`config.mk`:
```
export PLATFORM = sky130hd
export DESIGN_NAME = id_ex_pipeline
export DESIGN_NICKNAME = d
export VERILOG_FILES = /design/src/design/rv_pkg.sv /design/src/design/id_ex_pipeline.sv
export SDC_FILE = /design/constraint.sdc
export NUM_CORES = 1
export LEC_CHECK = 0
export BUFFER_PORTS_ARGS = -buffer_cell sky130_fd_sc_hd__buf_4
export CORE_ASPECT_RATIO = 0.75
export CORE_MARGIN = 3
export CORE_UTILIZATION = 35
export DETAILED_ROUTE_END_ITERATION = 7
export PLACE_DENSITY = 0.76
export SYNTH_ARGS = -nofsm -noshare
export SYNTH_HDL_FRONTEND = slang
export SYNTH_SLANG_ARGS = --single-unit
```
`constraint.sdc`:
```
create_clock -name clk -period 5.3 [get_ports clk]
set_clock_uncertainty 0.05 [all_clocks]
set_input_delay 0.795 -clock clk [delete_from_list [all_inputs] [get_ports clk]]
set_output_delay 0.795 -clock clk [all_outputs]
set_load 0.005 [all_outputs]
```
`src/design/rv_pkg.sv`:
```
package rv_pkg;

    ////////////////////////////////////////////////////////////////////////////
    // Encodings
    ////////////////////////////////////////////////////////////////////////////

    typedef enum logic [6:0] {
        op_load  = 7'b0000011,
        op_imm   = 7'b0010011,
        op_store = 7'b0100011,
        op_reg   = 7'b0110011
    } opcode_e;

    // The ALU decodes func3 and func7 itself unless told to add
    typedef enum logic [1:0] {
        alu_add = 2'b00,
        alu_reg = 2'b01,
        alu_imm = 2'b10
    } alu_op_e;

    // Values follow the func3 field of the load instructions
    typedef enum logic [2:0] {
        load_b    = 3'b000,
        load_h    = 3'b001,
        load_w    = 3'b010,
        load_bu   = 3'b100,
        load_hu   = 3'b101,
        load_none = 3'b111
    } load_type_e;

    typedef enum logic [1:0] {
        store_none = 2'b00,
        store_b    = 2'b01,
        store_h    = 2'b10,
        store_w    = 2'b11
    } store_type_e;

    // ADDI x0, x0, 0
    localparam logic [31:0] nop_instr = 32'h0000_0013;

    ////////////////////////////////////////////////////////////////////////////
    // Stage bundles
    ////////////////////////////////////////////////////////////////////////////

    typedef struct packed {
        logic [31:0] pc;
        logic [31:0] op1;
        logic [31:0] op2;
        logic [11:0] immediate;
        alu_op_e     aluop;
        logic        alu_src;
        logic [6:0]  func7;
        logic [2:0]  func3;
        logic        mem_write;
        load_type_e  mem_load_type;
        store_type_e mem_store_type;
        logic        wb_load;
        logic        wb_reg_file;
        logic [4:0]  wb_rd;
    } id_ex_t;

    typedef struct packed {
        logic [31:0] alu_result;
        logic [31:0] store_data;
        logic        mem_write;
        load_type_e  mem_load_type;
        store_type_e mem_store_type;
        logic        wb_load;
        logic        wb_reg_file;
        logic [4:0]  wb_rd;
    } ex_mem_t;

    typedef struct packed {
        logic        valid;
        logic [4:0]  rd;
        logic [31:0] data;
    } wb_t;

endpackage

```
`src/design/id_ex_pipeline.sv`:
```
module id_ex_pipeline (
    input  logic           clk,
    input  logic           rst,
    input  rv_pkg::id_ex_t id_in,
    output rv_pkg::id_ex_t ex_out
);

    // Reset leaves a no-op in the execute stage
    always_ff @(posedge clk or posedge rst) begin
        if (rst) begin
            ex_out               <= '0;
            ex_out.mem_load_type <= rv_pkg::load_none;
        end else begin
            ex_out <= id_in;
        end
    end

endmodule

```
==> impl_metrics.tcl <==
set metrics [dict create \
    outcome "complete, no violations" \
    cts_buffers 17 \
    detail_route.wirelength_mm 9.31 \
    timing.critical_path.cells "buf_4" \
    floorplan.die.width_um 119 \
    synth.cell_area_mm2 0.00336 \
    routedWlPerCell_um 16.5 \
    worst_slack_ns 3.45 \
    drt-initial-drc-count 75 \
    period_minus_ws_final_ns 1.85 \
    globalRouteMet1Util_pct 15.0 \
    dr.pass1.iters 4 \
    synth_cells 135 \
    drive_gt1_share_pct 69.8 \
    power.share.switching_pct 19.1 \
    yosys.cell_count.top_type "sky130_fd_sc_hd__dfrtp_1" \
    area_growth_pct 85.1 \
    setup.worst_path.class "register to output port" \
    num-multi-input-gates 0 \
    finalCritPeriodShare_pct 34.9 \
    worstMarginPinSlew_ns 0.870 \
    clock_group_share_of_total_power_pct 50.2 \
    groute.usage.overall_pct 17.4 \
    globalplace.congestion 0.697 \
    cts-root-to-sink-buffers 2 \
    max_flop_register "ex_out" \
    synth_cell_types 3 \
    port_buffers 269 \
    ys_top_cells_by_area "sky130_fd_sc_hd__dfrtp_1 98%, sky130_fd_sc_hd__dfstp_2 2.3%, sky130_fd_sc_hd__inv_1 0.11%" \
    coreArea_mm2 0.00920 \
    grt_setup_unrepaired "no" \
    cts_setup_buffers 0 \
    synthFlopType "sky130_fd_sc_hd__dfrtp_1" \
    power.density_mw_per_mm2 412 \
    diodes 0 \
    clock.fmax_ghz 0.540 \
    leakagePower_uw 0.00318 \
    synth-async-reset-ratio_pct 100 \
    power_frac_seq_pct 42.6 \
    top_regs "ex_out x134" \
    fin_nets 560 \
    grt-ovfl-total 0 \
    totalPowerFinal_uw 2560 \
    share_of_the_yosys_chip_area_belonging_to_registers_pct 99.9 \
    ctsResizeCount 0 \
    global_route_wire_length_before_repair_mm 14.0 \
    cts.sinks 134 \
    core.rowCount 30 \
    numPlacedInstances 533 \
    slowest_delay_ns 0.52 \
    required_time_of_the_critical_path_ns 4.45 \
    multi_input_gate_area_um2 0 \
    cp_arrival_ns 1.01 \
    setup.worst_path.start_class "register" \
    report.final.setup_viol 0 \
    finalHoldViolCount 0 \
    ys_seq_elements 134 \
    initial_core_util_pct 36.5 \
    drc 0 \
    timing.setup.tns_ns 0 \
    synthesis.area_per_instance_um2 24.9 \
    grt_antenna_before_repair 0 \
    pin_count_of_the_biggest_net_entering_global_routing 74 \
    via_count 2234 \
    number_of_flops_mapped_to_enable_cells_by_yosys 0 \
    grt_most_used_layer "met2" \
    pin_count 270 \
    holdCritPathClass "input port to async pin" \
    worstPathBufferInverterCount 1 \
    clk_root_buffer_cell "sky130_fd_sc_hd__clkbuf_16" \
    layoutNonFillerInstCount 565 \
    crit_path_max_fanout 1 \
    timing.max_cap.violations 0 \
    largest_register_ffs 134 \
    yosys_warnings 0 \
    slew_violations 0 \
    synthesized_netlist_net_count 271 \
    synth_largest_type_area_fraction_pct 97.5 \
    p_int_uw 2070 \
    ctsHoldBuffers 0 \
    cts_tree "built" \
    yosysTopAreaCell "sky130_fd_sc_hd__dfrtp_1" \
    clk_pin_slew_worst_paths_ns 0.06 \
    yosys-top-cells-count "131 x sky130_fd_sc_hd__dfrtp_1, 3 x sky130_fd_sc_hd__dfstp_2, 1 x sky130_fd_sc_hd__inv_1" \
    post_drt_via_cell_ratio 3.95 \
    top_family_by_delay_on_critical_path "flip-flops" \
    die_h_um 90.9 \
    slowest_stage "sky130_fd_sc_hd__dfstp_2" \
    worst_setup_path_end_kind "output port" \
    net-switching-power_uw 490 \
    global_route_track_usage_on_met2_pct 32.3 \
    grtUsageMet3_pct 10.6 \
    worstSetupPathDepth 1 \
    peakVddDrop_mv 0.275 \
    antenna_left 0 \
    dieArea_mm2 0.0108 \
    grt_pass1_vias 2644 \
    combPwrFrac_pct 7.3 \
    cts_htree_levels 4 \
    max-slew-margin-rel_pct 42.0 \
    timing.hold.ws_ns 0.406 \
    pre_cts_ws_ns 3.01 \
]
logic make-up after synthesis:
family	count (synthesis)	synth area share (%)
DFF	134	99.9
buffers and inverters	1	0.112
power groups by stage:
stage	Sequential [µW]	Combinational, µW	Clock, µW
2_1_floorplan	1120	14.8	0
3_3_place_gp	1110	186	0
3_5_place_dp	1110	191	0
4_1_cts	1090	192	1310
5_1_grt	1100	202	1360
6_report	1090	186	1290
cell usage in the layout (no fill, tap or decap):
cell type / synthesis / final
sky130_fd_sc_hd__clkinvlp_4: 0 / 2
sky130_fd_sc_hd__clkinv_2: 0 / 1
sky130_fd_sc_hd__clkinv_4: 0 / 3
sky130_fd_sc_hd__clkbuf_16: 0 / 17
sky130_fd_sc_hd__dfstp_2: 3 / 3
sky130_fd_sc_hd__inv_6: 0 / 1
sky130_fd_sc_hd__clkbuf_1: 0 / 1
sky130_fd_sc_hd__buf_4: 0 / 270
sky130_fd_sc_hd__clkbuf_8: 0 / 3
sky130_fd_sc_hd__dfrtp_1: 131 / 131
sky130_fd_sc_hd__bufinv_16: 0 / 5
per-layer routing:
metal	part of all wire, %	routed length (µm)
met1	30	2770
met2	56	5210
met3	13	1190
met4	1.4	133
met5	0	0
worst max-delay path by stage:
stage               startpoint    endpoint  slack, ns
floorplan                  rst   ex_out[0]       0.88
finish               ex_out[9]   ex_out[9]       3.45
global route               rst  ex_out[37]       3.25
detailed placement         rst  ex_out[18]       3.01
CTS                        rst  ex_out[16]       3.43
global placement           rst  ex_out[28]       3.08
through the flow:
step / instance area, µm² / util [%]
4_1_cts: 6220 / 67.6
5_1_grt: 6220 / 67.6
6_report: 6220 / 67.6
3_3_place_gp: 5550 / 60.4
3_5_place_dp: 5550 / 60.4
2_1_floorplan: 3360 / -
layout make-up:
class | instances | area (µm²)
clock buffers | 21 | 470
fillers | 648 | 2980
well taps | 128 | 160
inverters | 1 | 8.76
clock inverters | 11 | 196
flip-flops and latches | 134 | 3360
repair buffers | 270 | 2030
No activity file was read; power rests on OpenSTA's default activity.
