## config.mk

```make
export PLATFORM = sky130hd
export DESIGN_NAME = decode_stage
export DESIGN_NICKNAME = d
export VERILOG_FILES = /design/src/design/rv_pkg.sv /design/src/design/reg_file.sv /design/src/design/decode_stage.sv
export SDC_FILE = /design/constraint.sdc
export NUM_CORES = 2
export LEC_CHECK = 0
export BUFFER_PORTS_ARGS = -buffer_cell sky130_fd_sc_hd__clkbuf_2
export CAP_MARGIN = 20
export CELL_PAD_IN_SITES_DETAIL_PLACEMENT = 0
export CELL_PAD_IN_SITES_GLOBAL_PLACEMENT = 1
export CORE_UTILIZATION = 45
export CTS_CLUSTER_SIZE = 30
export DETAILED_ROUTE_END_ITERATION = 10
export GPL_TIMING_DRIVEN = 0
export HOLD_SLACK_MARGIN = 0.02
export PLACE_DENSITY = 0.78
export SYNTH_ARGS = -nofsm -noshare
export SYNTH_HDL_FRONTEND = slang
export SYNTH_SLANG_ARGS = --single-unit
```

## constraint.sdc

```tcl
create_clock -name clk -period 76.3 [get_ports clk]
set_input_delay 3.815 -clock clk [delete_from_list [all_inputs] [get_ports clk]]
set_output_delay 3.815 -clock clk [all_outputs]
set_load 0.01 [all_outputs]
```

## src/design/rv_pkg.sv

```systemverilog
package rv_pkg;

    ////////////////////////////////////////////////////////////////////////////
    // Encodings
    ////////////////////////////////////////////////////////////////////////////

    typedef enum logic [6:0] {
        op_load  = 7'b0000011,
        op_imm   = 7'b0010011,
        op_store = 7'b0100011,
        op_reg   = 7'b0110011
    } opcode_e;

    // The ALU decodes func3 and func7 itself unless told to add
    typedef enum logic [1:0] {
        alu_add = 2'b00,
        alu_reg = 2'b01,
        alu_imm = 2'b10
    } alu_op_e;

    // Values follow the func3 field of the load instructions
    typedef enum logic [2:0] {
        load_b    = 3'b000,
        load_h    = 3'b001,
        load_w    = 3'b010,
        load_bu   = 3'b100,
        load_hu   = 3'b101,
        load_none = 3'b111
    } load_type_e;

    typedef enum logic [1:0] {
        store_none = 2'b00,
        store_b    = 2'b01,
        store_h    = 2'b10,
        store_w    = 2'b11
    } store_type_e;

    // ADDI x0, x0, 0
    localparam logic [31:0] nop_instr = 32'h0000_0013;

    ////////////////////////////////////////////////////////////////////////////
    // Stage bundles
    ////////////////////////////////////////////////////////////////////////////

    typedef struct packed {
        logic [31:0] pc;
        logic [31:0] op1;
        logic [31:0] op2;
        logic [11:0] immediate;
        alu_op_e     aluop;
        logic        alu_src;
        logic [6:0]  func7;
        logic [2:0]  func3;
        logic        mem_write;
        load_type_e  mem_load_type;
        store_type_e mem_store_type;
        logic        wb_load;
        logic        wb_reg_file;
        logic [4:0]  wb_rd;
    } id_ex_t;

    typedef struct packed {
        logic [31:0] alu_result;
        logic [31:0] store_data;
        logic        mem_write;
        load_type_e  mem_load_type;
        store_type_e mem_store_type;
        logic        wb_load;
        logic        wb_reg_file;
        logic [4:0]  wb_rd;
    } ex_mem_t;

    typedef struct packed {
        logic        valid;
        logic [4:0]  rd;
        logic [31:0] data;
    } wb_t;

endpackage

```

## src/design/reg_file.sv

```systemverilog
module reg_file (
    input  logic         clk,
    input  logic         rst,
    input  logic [4:0]   rs1,
    input  logic [4:0]   rs2,
    output logic [31:0]  rd1,
    output logic [31:0]  rd2,
    input  rv_pkg::wb_t  wb
);

    // x0 has no storage and reads as zero
    logic [31:0] regs [1:31];

    always_ff @(posedge clk or posedge rst) begin
        if (rst) begin
            for (int i = 1; i < 32; i++) begin
                regs[i] <= '0;
            end
        end else if (wb.valid && wb.rd != 5'd0) begin
            regs[wb.rd] <= wb.data;
        end
    end

    // A write in flight this cycle is seen by decode right away
    always_comb begin
        if (rs1 == 5'd0) begin
            rd1 = '0;
        end else if (wb.valid && wb.rd == rs1) begin
            rd1 = wb.data;
        end else begin
            rd1 = regs[rs1];
        end
        if (rs2 == 5'd0) begin
            rd2 = '0;
        end else if (wb.valid && wb.rd == rs2) begin
            rd2 = wb.data;
        end else begin
            rd2 = regs[rs2];
        end
    end

endmodule

```

## src/design/decode_stage.sv

```systemverilog
module decode_stage (
    input  logic           clk,
    input  logic           rst,
    input  logic [31:0]    if_pc,
    input  logic [31:0]    if_instr,
    input  rv_pkg::wb_t    wb,
    output rv_pkg::id_ex_t id_out
);

    rv_pkg::opcode_e opcode;
    logic [4:0]      rd;
    logic [2:0]      func3;
    logic [4:0]      rs1;
    logic [4:0]      rs2;
    logic [6:0]      func7;
    logic [31:0]     op1;
    logic [31:0]     op2;

    assign opcode = rv_pkg::opcode_e'(if_instr[6:0]);
    assign rd     = if_instr[11:7];
    assign func3  = if_instr[14:12];
    assign rs1    = if_instr[19:15];
    assign rs2    = if_instr[24:20];
    assign func7  = if_instr[31:25];

    reg_file reg_file_inst (
        .clk (clk),
        .rst (rst),
        .rs1 (rs1),
        .rs2 (rs2),
        .rd1 (op1),
        .rd2 (op2),
        .wb  (wb)
    );

    always_comb begin
        // Start from a bundle that neither writes memory nor a register
        id_out                = '0;
        id_out.mem_load_type  = rv_pkg::load_none;
        id_out.pc             = if_pc;
        id_out.op1            = op1;
        id_out.op2            = op2;
        id_out.func7          = func7;
        id_out.func3          = func3;
        id_out.wb_rd          = rd;
        id_out.immediate      = (opcode == rv_pkg::op_store) ? {func7, rd} : if_instr[31:20];

        case (opcode)
            rv_pkg::op_reg: begin
                id_out.aluop       = rv_pkg::alu_reg;
                id_out.wb_reg_file = 1'b1;
            end
            rv_pkg::op_imm: begin
                id_out.aluop       = rv_pkg::alu_imm;
                id_out.alu_src     = 1'b1;
                id_out.wb_reg_file = 1'b1;
            end
            rv_pkg::op_load: begin
                id_out.alu_src       = 1'b1;
                id_out.mem_load_type = rv_pkg::load_type_e'(func3);
                id_out.wb_load       = 1'b1;
                id_out.wb_reg_file   = 1'b1;
            end
            rv_pkg::op_store: begin
                id_out.alu_src   = 1'b1;
                id_out.mem_write = 1'b1;
                case (func3)
                    3'b000:  id_out.mem_store_type = rv_pkg::store_b;
                    3'b001:  id_out.mem_store_type = rv_pkg::store_h;
                    default: id_out.mem_store_type = rv_pkg::store_w;
                endcase
            end
            default: begin
                id_out.wb_rd = 5'd0;
            end
        endcase
    end

endmodule

```

==> flow_summary.json <==
{
  "coreArea_mm2": 0.119,
  "dieArea_mm2": 0.121,
  "netlist_area_mm2": 0.0540,
  "r2r_slack_ns": 75.43,
  "place_area_mm2": 0.0574,
  "antenna_found_initial": 17,
  "cts_buffer_depth": 3,
  "initial_utilization": 0.455,
  "cp-end-kind": "primary output",
  "grt_overflow": 0,
  "finClkSkew_ns": 0,
  "vias": 38252,
  "syn_inst": 3728,
  "grt.busiest_layer": "met2",
  "nets": 4159,
  "largestRegisters": "reg_file_inst.regs: 992 flops",
  "use_met1": 0.447,
  "worstRegToRegCells": 1,
  "fmax_mhz": 83.3,
  "h-tree-depth": 3,
  "finalHoldViolCount": 0,
  "yosysSeqAreaShare": 0.460,
  "clk_latency_ns": 0.70,
  "instances_no_fill": 5747,
  "wl_per_cell_um": 35.0,
  "netlist.area_leader.share": 0.460,
  "slew_violations": 0,
  "grt_start_max_net_pins": 128,
  "power_density_mw_per_mm2": 26.5,
  "postSynthNetCount": 3832,
  "synth.avg_cell_area_um2": 14.5,
  "cp_data_required_time_ns": 72.48,
  "whs_endpoint": "reg_file_inst.regs[560]",
  "io_pins": 238,
  "dpl.hpwl_um": 149000,
  "drt_wl_total_um": 201000,
  "startpoint_type": "input port",
  "die_y_um": 348,
  "r2r-start": "reg_file_inst.regs[334]",
  "hold_buffers": 0,
  "async_flop_share": 1.00,
  "yosysUniqueCellTypes": 47,
  "viasPerCell": 6.66,
  "drt_iter0_drc": 4919,
  "finalSetupTns_ns": 0,
  "root_buffer": "clkbuf_16",
  "areaGrowthSynthToFinish_pct": 13.4,
  "post-route-cell-area_mm2": 0.0612,
  "critPathArrivalTime_ns": 8.19,
  "cts_sinks": 992,
  "grt_usage": 0.331,
  "cts_made_buffers": 106,
  "ys_warn_count": 0,
  "synth_edf_count": 0,
  "grtUsageMet3": 0.108,
  "rows": 126,
  "power_mw": 1.62,
  "antenna_left": 0,
  "regMostFlops": "reg_file_inst.regs",
  "min_path_type": "flop to flop",
  "reg2reg_to": "reg_file_inst.regs[334]",
  "grt_pass1_wl_um": 285000,
  "grt_use_met2": 0.476,
  "holdWs_ns": 0.507,
  "finalSetupViolCount": 0,
  "gp_congestion": 0.989,
  "rsz0062_at_grt": "no",
  "p_leak_nw": 26.3,
  "drv_cap": 0,
  "crit_path_max_fanout": 10,
  "ys_ff_latch": 992,
  "holdPathStages": 1,
  "status": "finished clean",
  "netlist_top_cells_area": "dfrtp_1 46%, mux2_2 23%, mux4_2 19%",
  "largest_register_ffs": 992,
  "first_global_vias": 38078,
  "ys.flop_type": "dfrtp_1",
  "vdd_drop_max_mv": 0.0163,
  "cts_tree": "yes",
  "slew_headroom": 0.0756,
  "cts_setup_buffers": 0,
  "hold_start": "reg_file_inst.regs[560]",
  "drc": 0,
  "place_inst": 5542,
  "tightestPinTransition_ns": 1.35,
  "min_period_ns": 12.00,
  "layout-drive-gt1-share": 0.518,
  "cts_resized": 0,
  "fin_crit_sh": 0.157,
  "io_buffers": 187,
  "yosysTopAreaCell": "dfrtp_1",
  "clkTransAtPathRegs_ns": 0.06,
  "die_w_um": 348,
  "first_pass_iters": 6,
  "crit_type": "input port to primary output"
}
## how the worst max path moves through the flow
stage | start | end | cells past startpoint
3_5_place_dp | if_instr[21] | id_out[53] | 10
2_1_floorplan | rst | reg_file_inst.regs[0] | 1
3_3_place_gp | rst | reg_file_inst.regs[790] | 2
5_1_grt | if_instr[21] | id_out[55] | 10
6_report | if_instr[20] | id_out[68] | 9
4_1_cts | if_instr[21] | id_out[53] | 10
## per-layer routing
metal	vias to the layer above	share of wire
li1	15011	-
met1	20322	0.39
met2	2404	0.43
met3	495	0.12
met4	20	0.058
met5	-	0.00086
## report_power, final
part           internal [mW]  leakage [nW]  switching, mW
sequential             0.629          12.7         0.0768
combinational          0.200          11.8          0.164
clock                  0.329          1.83          0.225
## metrics by stage
stage,utilization,worst slack (ns)
floorplan,-,44.58
global placement,0.480,32.97
detailed placement,0.485,64.64
CTS,0.516,64.63
global route,0.516,64.43
finish,0.516,64.30
## final cells by class
cell class,count,area [um2]
diodes,5,12.5
plain buffers,457,2110
clock buffers,159,3210
clock inverters,36,497
fillers,10188,57400
inverters,6,30.0
multi-input cells,2273,27000
flip-flops and latches,992,24800
well taps,1600,2000
repair buffers,219,1490
## worst max-delay path, cell delays in order
cell and delay, ns:
buf_2 0.44, buf_2 0.34, buf_2 0.39, buf_2 0.54
a221oi_1 0.18, a2111oi_0 1.01, nor3_1 0.11, a211oi_1 1.05
clkbuf_2 0.29
## placed cells by master (no fill, tap or decap), drive strengths merged, types with 7 or more instances in the layout
master and n:
a2111oi 24, a211oi 47, a21oi 20, a221oi 59, a22oi 41, and2 17
buf 265, bufinv 12, clkbuf 570, clkinv 22, dfrtp 992, mux2 1102
mux2i 18, mux4 461, nand2 46, nand2b 10, nand3 7, nor2 151
nor2b 10, nor3 79, nor4 45, o21ai 34, o22ai 59
## cell families (layout without fill, tap and decap cells)
group           Yosys count  after routing  synth area share
mux                    1581           1581             0.426
other cells               0              5                 0
flops                   992            992             0.460
buf+inv                 463            877            0.0395
simple gates            384            384            0.0337
compound gates          298            298            0.0397
xor+xnor                 10             10           0.00162
## synthesized netlist by cell type (2+ instances only)
cell type and count:
mux2i_1 18, a21oi_1 20, mux2_2 1099, nor4_1 45, and2_0 7, o211ai_1 3, buf_1 52, o311ai_0 4
o21ai_0 33, and2_1 10, clkbuf_1 222, a22oi_1 41, nor2_1 151, nor3b_1 2, buf_6 2, buf_4 60
xnor2_1 6, dfrtp_1 992, mux4_2 461, nor3_1 77, or2_2 5, xor2_1 4, mux2_1 3, and3_1 2
nor3_2 2, nand2_1 46, nand2b_1 10, a221oi_1 59, buf_2 120, a31oi_1 4, a2111oi_0 23, nor2b_1 10
o22ai_1 59, a211oi_1 47, inv_1 5, or4_1 3, nand4_1 5, nand3_1 7
Power figures use the tool's default switching activity.
