File: src/design/rv_pkg.sv
package rv_pkg;

    ////////////////////////////////////////////////////////////////////////////
    // Encodings
    ////////////////////////////////////////////////////////////////////////////

    typedef enum logic [6:0] {
        op_load  = 7'b0000011,
        op_imm   = 7'b0010011,
        op_store = 7'b0100011,
        op_reg   = 7'b0110011
    } opcode_e;

    // The ALU decodes func3 and func7 itself unless told to add
    typedef enum logic [1:0] {
        alu_add = 2'b00,
        alu_reg = 2'b01,
        alu_imm = 2'b10
    } alu_op_e;

    // Values follow the func3 field of the load instructions
    typedef enum logic [2:0] {
        load_b    = 3'b000,
        load_h    = 3'b001,
        load_w    = 3'b010,
        load_bu   = 3'b100,
        load_hu   = 3'b101,
        load_none = 3'b111
    } load_type_e;

    typedef enum logic [1:0] {
        store_none = 2'b00,
        store_b    = 2'b01,
        store_h    = 2'b10,
        store_w    = 2'b11
    } store_type_e;

    // ADDI x0, x0, 0
    localparam logic [31:0] nop_instr = 32'h0000_0013;

    ////////////////////////////////////////////////////////////////////////////
    // Stage bundles
    ////////////////////////////////////////////////////////////////////////////

    typedef struct packed {
        logic [31:0] pc;
        logic [31:0] op1;
        logic [31:0] op2;
        logic [11:0] immediate;
        alu_op_e     aluop;
        logic        alu_src;
        logic [6:0]  func7;
        logic [2:0]  func3;
        logic        mem_write;
        load_type_e  mem_load_type;
        store_type_e mem_store_type;
        logic        wb_load;
        logic        wb_reg_file;
        logic [4:0]  wb_rd;
    } id_ex_t;

    typedef struct packed {
        logic [31:0] alu_result;
        logic [31:0] store_data;
        logic        mem_write;
        load_type_e  mem_load_type;
        store_type_e mem_store_type;
        logic        wb_load;
        logic        wb_reg_file;
        logic [4:0]  wb_rd;
    } ex_mem_t;

    typedef struct packed {
        logic        valid;
        logic [4:0]  rd;
        logic [31:0] data;
    } wb_t;

endpackage

File: src/design/execute_stage.sv
module execute_stage (
    input  logic            clk,
    input  logic            rst,
    input  rv_pkg::id_ex_t  ex_in,
    output rv_pkg::ex_mem_t mem_out
);

    logic [31:0] imm_ext;
    logic [31:0] operand_b;
    logic [4:0]  shamt;
    logic [31:0] result;

    assign imm_ext   = {{20{ex_in.immediate[11]}}, ex_in.immediate};
    assign operand_b = ex_in.alu_src ? imm_ext : ex_in.op2;
    assign shamt     = operand_b[4:0];

    ////////////////////////////////////////////////////////////////////////////
    // ALU
    ////////////////////////////////////////////////////////////////////////////

    always_comb begin
        if (ex_in.aluop == rv_pkg::alu_add) begin
            result = ex_in.op1 + operand_b;
        end else begin
            case (ex_in.func3)
                3'b000: begin
                    // ADDI never subtracts, whatever its upper immediate bits are
                    if (ex_in.aluop == rv_pkg::alu_reg && ex_in.func7[5]) begin
                        result = ex_in.op1 - operand_b;
                    end else begin
                        result = ex_in.op1 + operand_b;
                    end
                end
                3'b001: result = ex_in.op1 << shamt;
                3'b010: result = {31'd0, $signed(ex_in.op1) < $signed(operand_b)};
                3'b011: result = {31'd0, ex_in.op1 < operand_b};
                3'b100: result = ex_in.op1 ^ operand_b;
                3'b101: begin
                    if (ex_in.func7[5]) begin
                        result = $unsigned($signed(ex_in.op1) >>> shamt);
                    end else begin
                        result = ex_in.op1 >> shamt;
                    end
                end
                3'b110: result = ex_in.op1 | operand_b;
                default: result = ex_in.op1 & operand_b;
            endcase
        end
    end

    ////////////////////////////////////////////////////////////////////////////
    // EX/MEM register
    ////////////////////////////////////////////////////////////////////////////

    always_ff @(posedge clk or posedge rst) begin
        if (rst) begin
            mem_out               <= '0;
            mem_out.mem_load_type <= rv_pkg::load_none;
        end else begin
            mem_out.alu_result     <= result;
            mem_out.store_data     <= ex_in.op2;
            mem_out.mem_write      <= ex_in.mem_write;
            mem_out.mem_load_type  <= ex_in.mem_load_type;
            mem_out.mem_store_type <= ex_in.mem_store_type;
            mem_out.wb_load        <= ex_in.wb_load;
            mem_out.wb_reg_file    <= ex_in.wb_reg_file;
            mem_out.wb_rd          <= ex_in.wb_rd;
        end
    end

endmodule

File: config.mk
export PLATFORM = sky130hd
export DESIGN_NAME = execute_stage
export DESIGN_NICKNAME = d
export VERILOG_FILES = /design/src/design/rv_pkg.sv /design/src/design/execute_stage.sv
export SDC_FILE = /design/constraint.sdc
export NUM_CORES = 1
export LEC_CHECK = 0
export ABC_AREA = 1
export BUFFER_PORTS_ARGS = -buffer_cell sky130_fd_sc_hd__buf_2
export CORE_MARGIN = 3
export CORE_UTILIZATION = 50
export DETAILED_ROUTE_END_ITERATION = 8
export MAX_ROUTING_LAYER = met4
export PLACE_DENSITY = 0.69
export SYNTH_ARGS = -nofsm -noshare
export SYNTH_HDL_FRONTEND = slang
export SYNTH_SLANG_ARGS = --single-unit
export TNS_END_PERCENT = 50
File: constraint.sdc
create_clock -name clk -period 5.45 [get_ports clk]
set_input_delay 0.545 -clock clk [delete_from_list [all_inputs] [get_ports clk]]
set_output_delay 0.545 -clock clk [all_outputs]
set_load 0.01 [all_outputs]
==> results by group, run 1 <==
Status
  • Run status: completed

Clock tree
  • Number of gates resized after cts: 0
  • H-tree levels: 3
  • Bufs on Longest Clock Path: 2
  • Num CTS Buffers: 9
  • # Post-CTS Setup Buffers: 0
  • Hold-fix buffers, CTS: 0
  • Root Driver: clkbuf_16
  • Clk slew on worst S/H paths: about 0.080 ns
  • CTS tree: done
  • Total clock sinks: just under 80

Floorplan
  • Initial Utilization: 0.512
  • Die Span Y: 167 um
  • Rows: 58
  • Core area: ~25,000 sq um
  • Die width: between 150 and 200 um
  • # IOs: 213
  • Die area: 27,900 sq um

Setup path
  • WP data required: 5.70 ns
  • Crit path max fanout: 32
  • CP Class: input pin to flip-flop
  • Startpoint Class: input pin
  • Crit path DAT: 4.34 ns
  • Crit. End Element: flip-flop

Logic synthesis
  • Unique masters post-synth: 40
  • Synth top area share: 0.235
  • Top cells by area, synth: nand2_1 (23%), nand3_1 (18%), dfrtp_1 (14%)
  • Post-synth EDFFs: 0
  • Syn Area/Cell: between 5 and 6 sq um
  • Mapped Cells: between 2k and 2.5k
  • Yosys warns: 0
  • Syn nets: around 2.6k
  • Async set-reset flop share out of synthesis: 1.00
  • Sequential-to-total area share from yosys stat: 0.149
  • Largest area contributor in the netlist: nand2_1
  • Yosys reg bits: 77
  • Netlist Area Pre-Place: between 10,000 and 15,000 sq um
  • Ys flop type: dfrtp_1

STA
  • RSZ-0062 raised after global routing: no
  • Fin crit period: between 4 and 5 ns
  • Final WS setup: 1.36 ns
  • Rel. slew slack: 0.199
  • Final setup viols: 0
  • Worst-Margin Slew: approximately 1.2 ns
  • Fmax: 245 MHz
  • Setup TNS: 0 ns
  • Hold Vio Cnt, Final: 0
  • Hold_ws: about 0.27 ns
  • Slew Viols, Final: 0
  • Period utilization: 0.750

Power
  • Net Sw Frac: 0.509
  • Net Switching: ~1.5 mW
  • Register share of total power: 0.222
  • P per Cell Area: 204 nW/um^2
  • VDD IR-drop max: around 0.19 mV
  • Clk pwr share: 0.212
  • Cell leakage power: around 8.2 nW
  • Comb power frac: 0.565
  • P_int: roughly 1.4 mW

Layout
  • Layout cells sized above 1: 0.0957
  • P&R area growth vs syn: 9.43%
  • Biggest register: mem_out
  • Commonest non-fill, non-tap cell in the layout: nand2_1
  • Final #Nets: around 2.7k
  • Antenna Cells: 0
  • Most frequent cells in the layout: nand2_1 (811), nand3_1 (456), inv_1 (296)
  • Largest regs: mem_out x77
  • Largest register FFs: 77
  • Post-route insts no fill: 2,827

Global route
  • First-pass GRT wire length: about 88 mm
  • Global route overflow: 0
  • Total GRT Usage: 0.416
  • Vias in the first global route: ~15k
  • Initial antenna violation count: 0
  • Largest net degree at the start of global routing: 68

Route
  • Routed Antenna Nets: 0
  • Initial drt markers: 2,657
  • DRC viols: 0
  • Routed wire length per instance: about 21 um
  • First-pass detailed-route iteration total: 7
  • WL final: between 50 and 60 mm
  • Via density: 5.92
  • Vias: 16.7k

Placement
  • Final HPWL from detailed placement: ~47 mm
  • Pre-CTS setup slack: 1.14 ns
  • Gp weighted congestion: 1.10
  • Placed Instances: roughly 2.8k
  • Port Buf Inserts: roughly 170

Min path
  • Worst hold path type: input pin to asynchronous set/reset pin

Job
  • Max Cap Viol: 0
final cells by class:
cell class	count	area [sq um]
flip-flops and latches	77	1930
fillers	2719	11100
repair buffers	191	998
inverters	302	1130
well taps	330	413
clock buffers	9	225
multi-input cells	1911	9440
clock inverters	7	55.1
cell usage after synthesis (all sizes together) (2+ instances only):
cell / number
nor4: 3
o21bai: 6
a31oi: 2
o211ai: 7
nand2: 815
ha: 109
o21ai: 94
nand3b: 5
and2: 6
buf: 58
xnor2: 2
nor3: 17
or2: 11
fa: 2
nand4: 26
dfrtp: 74
nor2: 190
dfstp: 3
clkbuf: 48
a211oi: 10
o221ai: 7
xor2: 11
nand3: 457
inv: 302
a21oi: 126
metrics by stage:
| step | power (mW) | cell area [sq um] | utilization |
|---|---|---|---|
| 5_1_grt | 3.08 | 14200 | 0.560 |
| 4_1_cts | 2.85 | 14200 | 0.560 |
| 2_1_floorplan | 1.73 | 13000 | - |
| 3_3_place_gp | 2.21 | 13900 | 0.549 |
| 6_report | 2.90 | 14200 | 0.560 |
| 3_5_place_dp | 2.23 | 13900 | 0.549 |
power groups by stage:
stage          Clock, mW  Combinational (mW)  Sequential, mW
2_1_floorplan          0                1.04           0.690
3_3_place_gp           0                1.56           0.655
3_5_place_dp           0                1.57           0.656
4_1_cts            0.622                1.58           0.646
5_1_grt            0.639                1.79           0.650
6_report           0.617                1.64           0.646
per-layer routing:
metal	track usage	up-vias	wire length [um]
li1	-	7908	-
met2	0.599	1273	24100
met1	0.553	7360	23000
met3	0.0757	181	7700
met4	0.220	0	3860
met5	-	-	0
worst paths after layout:
kind	from	endpoint	slack [ns]	cells past startpoint
max in group asynchronous	rst	mem_out[64]	4.20	3
worst max-delay path	ex_in[23]	mem_out[73]	1.36	20
min in group clk	ex_in[47]	mem_out[22]	0.29	1
worst min-delay path	rst	mem_out[57]	0.27	2
cell families (layout without fill, tap and decap cells):
group	Yosys count	count (layout)	share of synthesized area
xor gates and xnor gates	13	13	0.00878
buffers and inverters	408	509	0.125
and+or+nand+nor	1531	1531	0.501
AOI/OAI and AO/OA	256	256	0.108
DFF	77	77	0.149
adders and majority gates	111	111	0.108
critical path: stages:
cell and delay (ns):
buf_2 0.40, inv_2 0.39, nand2_1 0.47, nand2_2 0.17
ha_1 0.33, fa_1 0.52, nand3_1 0.11, nand3_1 0.21
nand2_1 0.12, nand2_1 0.17, nand2_1 0.10, nand2_1 0.09
nand2_1 0.18, nand2_1 0.08, nand2_1 0.08, nand3_1 0.08
nand3_1 0.12, nand2_1 0.05, nand2_1 0.06, nand2_1 0.05
(Power assumes the default switching activity.)
==> run 2: changes to the inputs <==
--- a/config.mk
+++ b/config.mk
@@ -11,7 +11,7 @@
 export CORE_UTILIZATION = 50
 export DETAILED_ROUTE_END_ITERATION = 8
 export MAX_ROUTING_LAYER = met4
-export PLACE_DENSITY = 0.69
+export PLACE_DENSITY = 0.72
 export SYNTH_ARGS = -nofsm -noshare
 export SYNTH_HDL_FRONTEND = slang
 export SYNTH_SLANG_ARGS = --single-unit
==> constraint.sdc (replaced) <==
create_clock -name clk -period 3.7 [get_ports clk]
set_input_delay 0.37 -clock clk [delete_from_list [all_inputs] [get_ports clk]]
set_output_delay 0.37 -clock clk [all_outputs]
set_load 0.01 [all_outputs]
==> run 2 against run 1 <==
Net effect: hold slack worse by 0.19 ns; die area unchanged; sequential share of layout area down 0.29 points; utilization up 1.2 points; via count up 1.5%; clock power up 65%; non-clock buffer count up 32; critical path depth down 2; sequential power up 47%; flip-flop and latch count unchanged; combinational power up 51%; critical endpoint is now mem_out[65]; largest cell class unchanged.
==> results by group, run 2 (synthesis gave the netlist of run 1 again) <==
Status
  • Run status: completed

Global route
  • GR Layer Usage met1: 0.530 (-0.0231)
  • First-pass GRT wire length: 88.6 mm (+1.2%)
  • Largest net degree at the start of global routing: 67 (-1.5%)
  • Met2 GRT Util: 0.599 (about the same)
  • Global route overflow: 0 (unchanged)
  • Most Crowded Layer GR: met2
  • Total GRT Usage: 0.425 (+0.00975)
  • Vias in the first global route: 15.1k (+1.6%)
  • Initial antenna violation count: 2 (+2)
  • Met3 usage: 0.135 (+0.0591)

Power
  • P_int: 2.21 mW (+55%)
  • Net Sw Frac: 0.503 (-0.00664)
  • Comb power frac: 0.555 (-0.010)
  • Clk pwr share: 0.230 (+0.018)
  • VDD IR-drop max: 0.170 mV (-8.0%)
  • Register share of total power: 0.214 (-0.008)
  • Cell leakage power: 8.37 nW (+2.1%)
  • P per Cell Area: 306 nW/um^2 (+50%)
  • Net Switching: 2.23 mW (+51%)

STA
  • Hold Vio Cnt, Final: 0 (unchanged)
  • Final setup viols: 0 (unchanged)
  • Hold_ws: 0.0808 ns (-0.194 ns)
  • RSZ-0062 raised after global routing: no
  • Slew Viols, Final: 0 (unchanged)
  • Rel. slew slack: 0.291 (+0.0913)
  • Period utilization: 0.853
  • Worst-Margin Slew: 1.06 ns (-0.140 ns)
  • Fmax: about 320 MHz
  • Setup TNS: 0 ns (unchanged)
  • Fin crit period: about 3.2 ns

Setup path
  • WP data required: 3.93 ns (-1.77 ns)
  • Slowest cell delay on critical path: 0.47 ns (-0.05 ns)
  • CP top delay family: simple AND/OR/NAND/NOR gates
  • Most frequent CP cell: nand2_1
  • Crit path max fanout: 21 (-34%)
  • CP max-delay cell: a21oi_1
  • Startpoint Class: input pin
  • Worst-path cell chain: buf_2, nand2_1, inv_1, buf_12, a21oi_1, ha_1, inv_1, nand2_1, nor2_1, inv_1, nor2_1, nand4_1, nand4_1, nand3_1, nand3_1, nand3_1, nand2_1, nand2_1
  • CP Class: input pin to flip-flop
  • WP buf/inv: 5 (+3)
  • Crit path DAT: 3.38 ns (-0.96 ns)
  • Crit. End Element: flip-flop

Route
  • Initial drt markers: 2,492 (-6.2%)
  • First-pass detailed-route iteration total: 7 (unchanged)
  • DRC viols: 0 (unchanged)
  • Via density: 5.93 (+0.25%)
  • Routed Antenna Nets: 0 (unchanged)
  • Vias: 17.0k (+1.5%)
  • Routed wire length per instance: 21.1 um (+1.7%)
  • WL final: 60.4 mm (+2.9%)

Layout
  • Layout cells sized above 1: 0.107 (+0.0110)
  • # fillers: 2,700 (-0.70%)
  • Reg area: 1930 sq um (unchanged)
  • P&R area growth vs syn: 11.8%
  • Largest regs: mem_out x77
  • Biggest register: mem_out
  • Multi-input logic area: 9430 sq um (about the same)
  • Commonest non-fill, non-tap cell in the layout: nand2_1
  • Largest register FFs: 77 (unchanged)
  • Most frequent cells in the layout: nand2_1 (811), nand3_1 (457), inv_1 (296)
  • Post-layout util: 0.572 (+0.0121)
  • Fin area: 14,500 sq um (+2.2%)
  • Final #Nets: 2,771 (+1.2%)

Job
  • Max Cap Viol: 0 (unchanged)

Clock tree
  • Total clock sinks: 77 (unchanged)
  • # Post-CTS Setup Buffers: 0 (unchanged)
  • CTS tree: done
  • Clk slew on worst S/H paths: 0.09 ns (about the same)
  • H-tree levels: 3 (unchanged)
  • Number of gates resized after cts: 0 (unchanged)
  • Num CTS Buffers: 9 (unchanged)
  • Bufs on Longest Clock Path: 2 (unchanged)
  • Root Driver: clkbuf_16
  • Hold-fix buffers, CTS: 0 (unchanged)

Floorplan
  • # IOs: 213 (unchanged)
  • Die area: 27,900 sq um (unchanged)
  • Die Span Y: 167 um (unchanged)
  • Die width: 167 um (unchanged)
  • Rows: 58 (unchanged)
  • Initial Utilization: 0.512 (unchanged)
  • Core area: 25,300 sq um (unchanged)

Min path
  • Worst hold path type: input pin to asynchronous set/reset pin

Placement
  • Port Buf Inserts: 174 (unchanged)
  • Final HPWL from detailed placement: 48.2 mm (+2.1%)
  • Placed inst area: 14,200 sq um (+2.0%)
  • Gp weighted congestion: 1.10 (about the same)
-- run 2: changes by cell type in the layout (fill, tap and decap cells not counted), sizes merged --
cell | before | now
buf | 191 | 223
bufinv | 0 | 1
clkinv | 3 | 2
diode | 0 | 2
-- run 2: power groups by stage --
stage	Combinational (mW)	Clock (mW)	Sequential (mW)
after floorplan	1.53	0	1.02
after global placement	2.33	0	0.965
after detailed placement	2.36	0	0.967
after CTS	2.37	1.01	0.953
after global routing	2.69	1.04	0.958
final	2.47	1.02	0.952
-- run 2: metrics by stage --
stage	total power, mW	worst slack, ns	instances
after floorplan	2.55	1.02	2396
after CTS	4.33	0.675	2859
after detailed placement	3.32	0.325	2843
final	4.44	0.543	2861
after global placement	3.29	0.410	2843
after global routing	4.68	0.340	2861
-- run 2: per-layer routing --
metal | part of all wire | vias to the layer above
met5 | 0 | -
met4 | 0.074 | 0
met3 | 0.14 | 209
met2 | 0.40 | 1222
met1 | 0.38 | 7562
li1 | - | 7973
-- run 2: final cells by class --
type                            count  share of cell area
Antenna cell                        2            0.000345
Clock buffer                        9              0.0155
Clock inverter                      7             0.00570
Inverter                          302              0.0783
Multi-Input combinational cell   1911               0.650
Sequential cell                    77               0.133
Tap cell                          330              0.0285
Timing Repair Buffer              223              0.0880
-- run 2: path summary, 6_finish.rpt --
check                      slack, ns           to  depth (start not counted)      start
max                             0.54  mem_out[65]                         18  ex_in[23]
min                             0.08  mem_out[71]                          2        rst
max in group asynchronous       2.65  mem_out[54]                          3        rst
min in group clk                0.11  mem_out[21]                          1  ex_in[46]
